===== src/pdp_pool_pkg.sv =====
// planar pooling engine, one-dimensional stage
// shared widths, counts, pooling type codes and the pipe beat layout

package pdp_pool_pkg;

  //////////////////////////////////////////////////////////////////////
  // lane and beat geometry
  //////////////////////////////////////////////////////////////////////

  // lanes per input beat (throughput)
  localparam int NUM_LANES   = 2;
  // element width 8 plus 3 guard bits for sums
  localparam int LANE_W      = 11;
  localparam int DATA_W      = NUM_LANES * LANE_W;

  // one partial per channel group, atomic size / throughput
  localparam int NUM_BUF     = 8;
  localparam int BUF_SEL_W   = 3;

  // pooling size counter width
  localparam int SIZE_W      = 3;

  // modelled on the adder latency
  localparam int PIPE_STAGES = 4;

  //////////////////////////////////////////////////////////////////////
  // pooling type, code 3 gives zero lanes
  //////////////////////////////////////////////////////////////////////
  typedef enum logic [1:0] {
    POOL_MEAN = 2'd0,
    POOL_MAX  = 2'd1,
    POOL_MIN  = 2'd2
  } pool_type_e;

  //////////////////////////////////////////////////////////////////////
  // beat carried through the pipe, msb first
  //////////////////////////////////////////////////////////////////////
  typedef struct packed {
    logic                 last;
    logic [SIZE_W-1:0]    size;
    logic [BUF_SEL_W-1:0] cpos;
    logic                 lc;
    logic                 first;
    // input lanes as received, used on a first beat
    logic [DATA_W-1:0]    raw;
    // lanes combined with the running partial
    logic [DATA_W-1:0]    pooled;
  } pipe_beat_t;

endpackage

===== src/pdp_pool_core.sv =====
// planar pooling, one-dimensional stage top level
// input stage, latency pipe, partial buffers and output sequencer

`timescale 1ns/1ps

module pdp_pool_core
  import pdp_pool_pkg::*;
(
  input  logic                 nvdla_core_clk,
  input  logic                 nvdla_core_rstn,
  // configuration, quasi static
  input  pool_type_e           pooling_type,
  // input beats
  input  logic                 din_valid,
  output logic                 din_ready,
  input  logic [DATA_W-1:0]    din_data,
  input  logic [BUF_SEL_W-1:0] din_cpos,
  input  logic                 din_first,
  input  logic                 din_last,
  input  logic                 din_lc,
  // pooled output
  output logic                 pool_valid,
  input  logic                 pool_ready,
  output logic [DATA_W-1:0]    pool_data,
  output logic [SIZE_W-1:0]    pool_size,
  output logic                 pool_lc
);

  //////////////////////////////////////////////////////////////////////
  // internal wires
  //////////////////////////////////////////////////////////////////////

  // partial read for the input stage
  logic [BUF_SEL_W-1:0] rd_cpos;
  logic [DATA_W-1:0]    cur_data;
  // pipe input
  logic                 in_valid;
  logic                 in_ready;
  pipe_beat_t           in_beat;
  // pipe exit
  logic                 out_valid;
  logic                 out_ready;
  pipe_beat_t           out_beat;
  logic                 beat_fire;
  // output read
  logic [BUF_SEL_W-1:0] rd_cnt;
  logic [DATA_W-1:0]    cnt_data;

  //////////////////////////////////////////////////////////////////////
  // blocks
  //////////////////////////////////////////////////////////////////////
  pdp_pool_din u_din (
    .nvdla_core_clk  (nvdla_core_clk),
    .nvdla_core_rstn (nvdla_core_rstn),
    .din_valid       (din_valid),
    .din_ready       (din_ready),
    .din_data        (din_data),
    .din_cpos        (din_cpos),
    .din_first       (din_first),
    .din_last        (din_last),
    .din_lc          (din_lc),
    .pooling_type    (pooling_type),
    .rd_cpos         (rd_cpos),
    .cur_data        (cur_data),
    .in_valid        (in_valid),
    .in_beat         (in_beat),
    .in_ready        (in_ready)
  );

  pdp_pool_pipe u_pipe (
    .nvdla_core_clk  (nvdla_core_clk),
    .nvdla_core_rstn (nvdla_core_rstn),
    .in_valid        (in_valid),
    .in_beat         (in_beat),
    .in_ready        (in_ready),
    .out_valid       (out_valid),
    .out_beat        (out_beat),
    .out_ready       (out_ready)
  );

  pdp_pool_line_buf u_line_buf (
    .nvdla_core_clk  (nvdla_core_clk),
    .nvdla_core_rstn (nvdla_core_rstn),
    .rd_cpos         (rd_cpos),
    .cur_data        (cur_data),
    .out_beat        (out_beat),
    .beat_fire       (beat_fire),
    .rd_cnt          (rd_cnt),
    .cnt_data        (cnt_data)
  );

  pdp_pool_out_seq u_out_seq (
    .nvdla_core_clk  (nvdla_core_clk),
    .nvdla_core_rstn (nvdla_core_rstn),
    .out_valid       (out_valid),
    .out_beat        (out_beat),
    .out_ready       (out_ready),
    .beat_fire       (beat_fire),
    .rd_cnt          (rd_cnt),
    .cnt_data        (cnt_data),
    .pool_valid      (pool_valid),
    .pool_data       (pool_data),
    .pool_size       (pool_size),
    .pool_lc         (pool_lc),
    .pool_ready      (pool_ready)
  );

endmodule


===== src/pdp_pool_out_seq.sv =====
// pooling output sequencer
// window counter, output handshake and output field assembly

`timescale 1ns/1ps

module pdp_pool_out_seq
  import pdp_pool_pkg::*;
(
  input  logic                 nvdla_core_clk,
  input  logic                 nvdla_core_rstn,
  // pipe exit
  input  logic                 out_valid,
  input  pipe_beat_t           out_beat,
  output logic                 out_ready,
  output logic                 beat_fire,
  // buffer read
  output logic [BUF_SEL_W-1:0] rd_cnt,
  input  logic [DATA_W-1:0]    cnt_data,
  // output port
  output logic                 pool_valid,
  output logic [DATA_W-1:0]    pool_data,
  output logic [SIZE_W-1:0]    pool_size,
  output logic                 pool_lc,
  input  logic                 pool_ready
);

  logic [BUF_SEL_W-1:0] cnt_q;

  // output valid is the pipe exit valid
  assign pool_valid = out_valid;
  assign out_ready  = ~out_valid | pool_ready;
  assign beat_fire  = out_valid & pool_ready;

  //////////////////////////////////////////////////////////////////////
  // window counter, steps on each last beat
  //////////////////////////////////////////////////////////////////////
  always_ff @(posedge nvdla_core_clk or negedge nvdla_core_rstn) begin
    if (!nvdla_core_rstn) begin
      cnt_q <= '0;
    end else if (beat_fire & out_beat.last) begin
      if (cnt_q == BUF_SEL_W'(NUM_BUF - 1)) begin
        cnt_q <= '0;
      end else begin
        cnt_q <= cnt_q + 1'b1;
      end
    end
  end

  assign rd_cnt = cnt_q;

  // output fields
  assign pool_data = cnt_data;
  assign pool_size = out_beat.size;
  assign pool_lc   = out_beat.lc;

endmodule


===== src/pdp_pool_line_buf.sv =====
// per channel group partial buffers
// read for the input stage, written at pipe exit, read with bypass for output

`timescale 1ns/1ps

module pdp_pool_line_buf
  import pdp_pool_pkg::*;
(
  input  logic                 nvdla_core_clk,
  input  logic                 nvdla_core_rstn,
  // input stage read
  input  logic [BUF_SEL_W-1:0] rd_cpos,
  output logic [DATA_W-1:0]    cur_data,
  // pipe exit write
  input  pipe_beat_t           out_beat,
  input  logic                 beat_fire,
  // output read
  input  logic [BUF_SEL_W-1:0] rd_cnt,
  output logic [DATA_W-1:0]    cnt_data
);

  logic [DATA_W-1:0] buf_q [NUM_BUF];
  logic [DATA_W-1:0] wr_data;

  //////////////////////////////////////////////////////////////////////
  // write side
  //////////////////////////////////////////////////////////////////////

  // first beat of a window restarts the partial
  assign wr_data = out_beat.first ? out_beat.raw : out_beat.pooled;

  always_ff @(posedge nvdla_core_clk or negedge nvdla_core_rstn) begin
    if (!nvdla_core_rstn) begin
      for (int i = 0; i < NUM_BUF; i++) begin
        buf_q[i] <= '0;
      end
    end else if (beat_fire) begin
      buf_q[out_beat.cpos] <= wr_data;
    end
  end

  //////////////////////////////////////////////////////////////////////
  // read side
  //////////////////////////////////////////////////////////////////////

  // no bypass needed here
  // the previous update of this group left the pipe long ago
  assign cur_data = buf_q[rd_cpos];

  // exit beat shows its new partial in the same cycle
  // held on address match alone so the output stays put while stalled
  always_comb begin
    if (out_beat.cpos == rd_cnt) begin
      cnt_data = wr_data;
    end else begin
      cnt_data = buf_q[rd_cnt];
    end
  end

endmodule


===== src/pdp_pool_pipe.sv =====
// pooling latency pipe
// PIPE_STAGES registered valid/ready stages carrying one beat each

`timescale 1ns/1ps

module pdp_pool_pipe
  import pdp_pool_pkg::*;
(
  input  logic       nvdla_core_clk,
  input  logic       nvdla_core_rstn,
  // upstream side
  input  logic       in_valid,
  input  pipe_beat_t in_beat,
  output logic       in_ready,
  // downstream side
  output logic       out_valid,
  output pipe_beat_t out_beat,
  input  logic       out_ready
);

  // index 0 is the pipe input, PIPE_STAGES the last register
  logic [PIPE_STAGES:0] vld;
  logic [PIPE_STAGES:0] rdy;
  pipe_beat_t           dat [PIPE_STAGES+1];

  assign vld[0]           = in_valid;
  assign dat[0]           = in_beat;
  assign rdy[PIPE_STAGES] = out_ready;

  //////////////////////////////////////////////////////////////////////
  // stage registers
  //////////////////////////////////////////////////////////////////////
  for (genvar s = 1; s <= PIPE_STAGES; s++) begin : g_stage
    // stage takes a beat when empty or draining
    assign rdy[s-1] = ~vld[s] | rdy[s];

    always_ff @(posedge nvdla_core_clk or negedge nvdla_core_rstn) begin
      if (!nvdla_core_rstn) begin
        vld[s] <= 1'b0;
      end else if (rdy[s-1]) begin
        vld[s] <= vld[s-1];
      end
    end

    // payload moves only on a transfer into this stage
    always_ff @(posedge nvdla_core_clk) begin
      if (vld[s-1] & rdy[s-1]) begin
        dat[s] <= dat[s-1];
      end
    end
  end

  assign in_ready  = rdy[0];
  assign out_valid = vld[PIPE_STAGES];
  assign out_beat  = dat[PIPE_STAGES];

endmodule


===== src/pdp_pool_din.sv =====
// pooling input stage
// accepts beats, tracks the pooling size and builds the pipe beat

`timescale 1ns/1ps

module pdp_pool_din
  import pdp_pool_pkg::*;
(
  input  logic                 nvdla_core_clk,
  input  logic                 nvdla_core_rstn,
  // input beat
  input  logic                 din_valid,
  output logic                 din_ready,
  input  logic [DATA_W-1:0]    din_data,
  input  logic [BUF_SEL_W-1:0] din_cpos,
  input  logic                 din_first,
  input  logic                 din_last,
  input  logic                 din_lc,
  input  pool_type_e           pooling_type,
  // partial read from the line buffer
  output logic [BUF_SEL_W-1:0] rd_cpos,
  input  logic [DATA_W-1:0]    cur_data,
  // pipe input
  output logic                 in_valid,
  output pipe_beat_t           in_beat,
  input  logic                 in_ready
);

  logic              load_din;
  logic [SIZE_W-1:0] size_q;
  logic [DATA_W-1:0] pooled;

  // handshake straight to the pipe
  assign in_valid  = din_valid;
  assign din_ready = in_ready;
  assign load_din  = din_valid & in_ready;

  //////////////////////////////////////////////////////////////////////
  // pooling function
  //////////////////////////////////////////////////////////////////////

  // partial of this channel group
  assign rd_cpos = din_cpos;

  pdp_pool_alu u_alu (
    .pooling_type (pooling_type),
    .op_a         (cur_data),
    .op_b         (din_data),
    .result       (pooled)
  );

  //////////////////////////////////////////////////////////////////////
  // pooling real size
  //////////////////////////////////////////////////////////////////////
  always_ff @(posedge nvdla_core_clk or negedge nvdla_core_rstn) begin
    if (!nvdla_core_rstn) begin
      size_q <= '0;
    end else if (load_din & din_lc) begin
      // window done on its last line
      if (din_last) begin
        size_q <= '0;
      end else begin
        size_q <= size_q + 1'b1;
      end
    end
  end

  // beat carries the pre-update size
  assign in_beat.last   = din_last;
  assign in_beat.size   = size_q;
  assign in_beat.cpos   = din_cpos;
  assign in_beat.lc     = din_lc;
  assign in_beat.first  = din_first;
  assign in_beat.raw    = din_data;
  assign in_beat.pooled = pooled;

endmodule


===== src/pdp_pool_alu.sv =====
// pooling lane operator
// per-lane signed max, signed min or wrapping sum of two packed operands

`timescale 1ns/1ps

module pdp_pool_alu
  import pdp_pool_pkg::*;
(
  input  pool_type_e        pooling_type,
  // running partial
  input  logic [DATA_W-1:0] op_a,
  // new input lanes
  input  logic [DATA_W-1:0] op_b,
  output logic [DATA_W-1:0] result
);

  //////////////////////////////////////////////////////////////////////
  // one operator per lane
  //////////////////////////////////////////////////////////////////////
  for (genvar i = 0; i < NUM_LANES; i++) begin : g_lane
    logic signed [LANE_W-1:0] lane_a;
    logic signed [LANE_W-1:0] lane_b;
    logic signed [LANE_W-1:0] lane_res;

    assign lane_a = op_a[i*LANE_W +: LANE_W];
    assign lane_b = op_b[i*LANE_W +: LANE_W];

    always_comb begin
      case (pooling_type)
        // mean pooling accumulates, wraps at lane width
        POOL_MEAN: lane_res = lane_a + lane_b;
        POOL_MAX:  lane_res = (lane_a > lane_b) ? lane_a : lane_b;
        POOL_MIN:  lane_res = (lane_a < lane_b) ? lane_a : lane_b;
        // reserved code
        default:   lane_res = '0;
      endcase
    end

    assign result[i*LANE_W +: LANE_W] = lane_res;
  end

endmodule


===== config.mk =====
export PLATFORM = sky130hd
export DESIGN_NAME = pdp_pool_core
export DESIGN_NICKNAME = d
export VERILOG_FILES = /design/src/pdp_pool_pkg.sv /design/src/pdp_pool_core.sv /design/src/pdp_pool_out_seq.sv /design/src/pdp_pool_line_buf.sv /design/src/pdp_pool_pipe.sv /design/src/pdp_pool_din.sv /design/src/pdp_pool_alu.sv
export SDC_FILE = /design/constraint.sdc
export NUM_CORES = 1
export LEC_CHECK = 0
export BUFFER_PORTS_ARGS = -buffer_cell sky130_fd_sc_hd__buf_4
export CAP_MARGIN = 0
export CORE_MARGIN = 10
export CORE_UTILIZATION = 50
export CTS_CLUSTER_SIZE = 40
export DETAILED_ROUTE_END_ITERATION = 16
export GPL_TIMING_DRIVEN = 0
export PLACE_DENSITY = 0.66
export SYNTH_ARGS = -nofsm -noshare
export SYNTH_HDL_FRONTEND = slang
export SYNTH_SLANG_ARGS = --single-unit

===== constraint.sdc =====
create_clock -name nvdla_core_clk -period 4.15 [get_ports nvdla_core_clk]
set_clock_uncertainty 0.2 [all_clocks]
set_input_delay 0.6225 -clock nvdla_core_clk [delete_from_list [all_inputs] [get_ports nvdla_core_clk]]
set_output_delay 0.6225 -clock nvdla_core_clk [all_outputs]
set_load 0.02 [all_outputs]

After elaboration in Yosys (flattened, before gate mapping). Index checks and enable logic that the tools add are counted.

Bits in registers: 398. Output and inout port bits: 28. Bits of input ports: 34.

Mux-type cells: 19. Reduce and logical (&&, ||, !) cells: 2. Bitwise logic cells: 19. Equal/unequal tests: 4. $add $sub $neg: 4. Order comparisons: 8.

Operators by type and width (count): 176-bit bitwise mux (1); 22-bit 2-to-1 mux (7); 22-bit binary-select mux with 3-bit select (2); 22-bit demux with 3-bit select (1); 11-bit one-hot mux with 3 select lines (2); 11-bit 2-to-1 mux (4); 11-bit adder (2); 11-bit greater-than comparator (2); 11-bit < comparator (2); 4-bit >= comparator, second input constant (3); 3-bit NOT with 4-bit output (3); 1-bit AND (7); 3-bit by 1-bit adder with 3-bit output, second input constant (2); 3-bit 2-to-1 mux (2); 1-bit bitwise OR (5); 4-bit by 1-bit < comparator with 1-bit output, second input constant (1); 1-bit NOT (4); 3-bit == test (1); 3-bit == test, second input constant (1); 2-bit by 1-bit == test with 1-bit output, second input constant (1); 2-bit == test, second input constant (1); 2-bit logical NOT (1); 1-bit logical AND (1).

Logic depth before layout (Yosys ltp).
Depth after elaboration: 8. Mapped depth: 17. Depth with buffers taken out: 13.

Hierarchy. Synthesis repeated with hierarchy kept, for this count alone.

Cell total of the unflattened synthesis: 1664. Area total of the unflattened synthesis: 20440.9 um^2.

By module, submodules not included: pdp_pool_line_buf (cells each 911, sequential area each 4404.2 um^2, area an instance 9913.3 um^2, times used 1); pdp_pool_pipe (cells each 281, sequential area each 6466.2 um^2, area an instance 6947.9 um^2, times used 1); pdp_pool_alu (cells each 386, sequential area each 0.0 um^2, area an instance 2802.7 um^2, times used 1); pdp_pool_din (cells each 46, sequential area each 75.1 um^2, area an instance 405.4 um^2, times used 1); pdp_pool_out_seq (cells each 40, sequential area each 75.1 um^2, area an instance 371.6 um^2, times used 1).

Least setup slack after synthesis. OpenSTA, ideal clock, no wires.

Path type: input-to-reg. From: input port din_cpos[1]. To: register u_pipe.dat[170] in the netlist's numbering, data pin. Stages on the path: 14. Buffers on the path: 5. Path slack: -0.196 ns. Data required time: 3.679 ns. Arrival time: 3.875 ns. Setup time: 0.271 ns. Path through: buf_2 buf_2 mux4_2 mux2_2 ha_1 buf_6 nand4_1 a211oi_1 a2111o_1 buf_6 mux2i_4 buf_6 mux2i_1 o211ai_2.

Longest elaborated chain between the ends: 7. Elaborated cells on any way between the ends: 10. Classes of those cells: add/sub (1); order compare (2); mux (6); bitwise (1).

Ends and longest elaborated chain: from (decl) (line pdp_pool_core.sv:17) `input logic [BUF_SEL_W-1:0] din_cpos,`; 3-bit NOT with 4-bit output (implied by the code) * (line pdp_pool_line_buf.sv:48) `assign cur_data = buf_q[rd_cpos];`; 22-bit binary-select mux with 3-bit select * (line pdp_pool_line_buf.sv:48); 22-bit 2-to-1 mux (implied by the code) * (2 in a row) (line pdp_pool_line_buf.sv:48); 11-bit < comparator / 11-bit greater-than comparator (equally long branches) (line pdp_pool_alu.sv:33, pdp_pool_alu.sv:32); 11-bit 2-to-1 mux, on equally long branches (line pdp_pool_alu.sv:33, pdp_pool_alu.sv:32); 11-bit one-hot mux with 3 select lines * (line pdp_pool_alu.sv:29) `case (pooling_type)`; to (signal, indexed assignment) (line pdp_pool_pipe.sv:48) `dat[s] <= dat[s-1];`; to (decl) (line pdp_pool_pipe.sv:24) `pipe_beat_t dat [PIPE_STAGES+1];`.

Mark *: on every way between the ends. The rest lies on a longest branch, timed or not. The select of a mux whose other input is x is not followed. A chain may end at the register's enable or synchronous reset.

Worst setup path in the final report.
From: input port din_cpos[2]. To: register u_pipe.dat[169] in the netlist's numbering, data pin.

The elaborated chain is that of the path after synthesis.

==> results.md <==
* Post-synthesis sequential area ratio at around three fifths
* Die X-Extent at around 210 µm
* Vias in the first global route at about 13000
* Number of core rows at 71
* Hold buffers post-CTS at 0
* Utilization after layout at roughly 58%
* Diode insertion count for antenna repair at 0
* Port buffer count at 61
* HP Class: in -> async
* Synthesized instance count at roughly 1500
* Clk slew on worst S/H paths at roughly 0.060 ns
* Count of endpoints failing hold in the final timing report at 36
* Number of synthesized flops with an enable pin at 212
* Fin crit share at 98.5%
* MaxCap Viol Count at 0
* Power density relative to cell area at approximately 760 nW/µm²
* Ys flop type: sky130_fd_sc_hd__edfxtp_1
* Post-detailed-route DRC marker count at 0
* Hold_ws at -0.0698 ns
* Leading cell type in the layout, fill and taps excluded: sky130_fd_sc_hd__edfxtp_1
* Wire length of the first global-routing pass at between 70000 and 80000 µm
* Floorplan core area at 37500 µm²
* Wire length reported by the detailed router at around 50000 µm
* Tightest slew margin relative to the limit at 29.9%
* Overall routing resource usage at between 20% and 30%
* Static leakage power at roughly 0.0085 µW
* Total number of nets in the final design at 1709
* Synth unique cells at 66
* Ports placed on the boundary at slightly above 60
* Launching element type of the critical path: input pin
* H-Tree Level Count at 2
* Overall via count from detail_route at ~13000
* CTS root buffer: sky130_fd_sc_hd__clkbuf_16
* Skew-Pair Late Insertion Delay at around 0.53 ns
* Critical setup path kind: in -> reg
* Yosys warnings at 0
* Count of nets left with antenna violations after detail routing at 0
* Vert. Die Dim at ~210 µm
* Flip-flop and latch count after synthesis at about 400
* Routed wirelength normalized by instance count at 22.9 µm
* CTS tree: built
* Syn Std Cell Area at about 19000 µm²
* Synth async-reset ratio at 46.7%
* Half-perimeter wire length after detailed placement at about 34000 µm
* Die footprint at roughly 46000 µm²
* Clock tree buffer depth at 3
* Design area at around 22000 µm²
* Total number of clock tree sinks at ~400
* Outcome: complete, but fails checks
* Inserted Clock Buffers at slightly above 40
* First DRT Iteration DRCs at approximately 1300
* First drt pass iteration count at 5
* Max FO, Critical Path at 10
* Overflow left after global routing at 0
* Initial antenna violation count at 1
* VDD IR-drop max at ~0.36 mV
* Actual transition at the worst max-transition pin at between 1 and 1.5 ns
* Ratio of cells with drive above 1 in the final layout at 19.9%
* Synth Area per Inst at 12.5 µm²
* Syn_nets at 1588
* Required time at the worst-slack endpoint at 4.22 ns
* Pin count of the biggest net entering global routing at ~120
* Layout area overhead at 15.4%
* Per-cell via count in the routed design at 5.98
* Setup violation total in the final timing report at 0
* R2R setup slack at between 0.3 and 0.4 ns
* Leading cell types in the layout, fill and taps excluded: 212 x sky130_fd_sc_hd__edfxtp_1, 186 x sky130_fd_sc_hd__dfrtp_1, 162 x sky130_fd_sc_hd__nor2_1
* Endpoint kind of the worst setup timing path: flop
* Worst-case setup slack after placement at -1.26 ns
* RD Place Congestion at about 0.9
* Top achievable clock speed at 245 MHz
* Critical path data arrival time at about 4.2 ns
* Initial standard-cell utilization of the core at approximately half
* Area after DPL at around 20000 µm²
* Violations in the final reports: negative hold slack
* Final Max Slew Viols at 0
* Final critical path time including I/O delays and setup at about 4.1 ns
* Min setup slack post-route at just over 0.06 ns
[area by class of cell]
type | count | area, µm²
clock inverter | 20 | 203
timing repair buffer | 79 | 683
tap | 511 | 639
buffer | 91 | 487
inverter | 40 | 150
sequential | 398 | 11000
fill | 3109 | 15700
clock buffer | 54 | 1120
multi-input combinational | 975 | 7470
[sequential cells by signal, indices dropped and copies added, names as in the netlist]
signal / count
u_out_seq.rd_cnt: 3
u_pipe.vld: 3
u_pipe.out_valid: 1
u_pipe.dat: 159
u_din.size_q: 3
u_pipe.out_beat: 53
u_line_buf.buf_q: 176
[synth_stat cells (18+ instances only)]
master	count	area (µm²)
sky130_fd_sc_hd__edfxtp_1	212	6370
sky130_fd_sc_hd__dfrtp_1	186	4650
sky130_fd_sc_hd__nor2_1	167	627
sky130_fd_sc_hd__a21oi_1	158	791
sky130_fd_sc_hd__nand2_1	115	432
sky130_fd_sc_hd__o21ai_0	80	400
sky130_fd_sc_hd__mux4_2	66	1490
sky130_fd_sc_hd__mux2i_1	61	611
sky130_fd_sc_hd__clkbuf_1	56	210
sky130_fd_sc_hd__mux2_2	53	597
sky130_fd_sc_hd__ha_1	47	588
sky130_fd_sc_hd__inv_1	40	150
sky130_fd_sc_hd__nand3_1	20	100
sky130_fd_sc_hd__xnor2_1	20	175
sky130_fd_sc_hd__buf_2	18	90.1
[final timing paths]
| path | start | endpoint | cells past startpoint |
|---|---|---|---|
| min in group nvdla_core_clk | din_first | u_pipe.dat[203]$_DFFE_PP_ | 1 |
| max in group asynchronous | nvdla_core_rstn | u_din.size_q[0]$_DFFE_PN0P_ | 2 |
| max reg2reg | u_line_buf.buf_q[132]$_DFFE_PN0P_ | u_pipe.dat[169]$_SDFFCE_PN0P_ | 12 |
| max | din_cpos[2] | u_pipe.dat[169]$_SDFFCE_PN0P_ | 15 |
| min reg2reg | u_pipe.dat[67]$_DFFE_PP_ | u_pipe.out_beat[14]$_DFFE_PP_ | 0 |
| min | nvdla_core_rstn | u_line_buf.buf_q[94]$_DFFE_PN0P_ | 1 |
[what timing repair did]
item                                    in CTS  in global routing
endpoints found under the setup margin      30                 24
resized for setup                           35                 20
endpoints found under the hold margin        0                  0
pin swaps                                    3                  5
setup buffers                                3                 10
[routing by layer]
metal / share of wire (%) / up-vias / global-route usage, % / wire length, µm
met5: 0 / - / 0 / 0
met4: 3.1 / 0 / 8.53 / 1550
met3: 7.5 / 114 / 3.51 / 3730
met2: 48 / 609 / 34.1 / 23800
met1: 42 / 6465 / 28.1 / 20700
li1: - / 5775 / - / -
[worst max-delay path: stages]
cell,delay (ns)
sky130_fd_sc_hd__buf_4,0.12
sky130_fd_sc_hd__buf_4,0.23
sky130_fd_sc_hd__buf_6,0.21
sky130_fd_sc_hd__buf_8,0.21
sky130_fd_sc_hd__mux4_2,0.32
sky130_fd_sc_hd__mux2_2,0.38
sky130_fd_sc_hd__ha_2,0.44
sky130_fd_sc_hd__nand4_1,0.14
sky130_fd_sc_hd__a211oi_2,0.30
sky130_fd_sc_hd__a211oi_4,0.08
sky130_fd_sc_hd__and2_1,0.20
sky130_fd_sc_hd__buf_2,0.22
sky130_fd_sc_hd__o21ai_0,0.20
sky130_fd_sc_hd__o22ai_1,0.10
sky130_fd_sc_hd__a311o_1,0.37
[through the flow]
stage          total power, µW  std cells  TNS (ns)
2_1_floorplan            10600       1505  -0.00492
3_5_place_dp             12700       2082    -24.03
3_3_place_gp             12500       2077    -60.70
5_1_grt                  17500       2168   -0.0116
6_report                 16500       2168         0
4_1_cts                  16400       2158         0
[cells by family after synthesis]
group	count (synthesis)	synth area share [%]
flip-flops	398	58.4
adder cells (fa/ha/maj)	49	3.33
multiplexers	183	14.5
buffers and inverters	132	3.06
AND/OR/NAND/NOR	371	8.41
AO/OA/AOI/OAI	349	11.2
XOR/XNOR	23	1.07
[power by group]
| group | internal [µW] | switching [µW] |
|---|---|---|
| Clock | 2100 | 1480 |
| Sequential | 5450 | 753 |
| Combinational | 3060 | 3700 |
No activity file was read; power rests on OpenSTA's default activity.
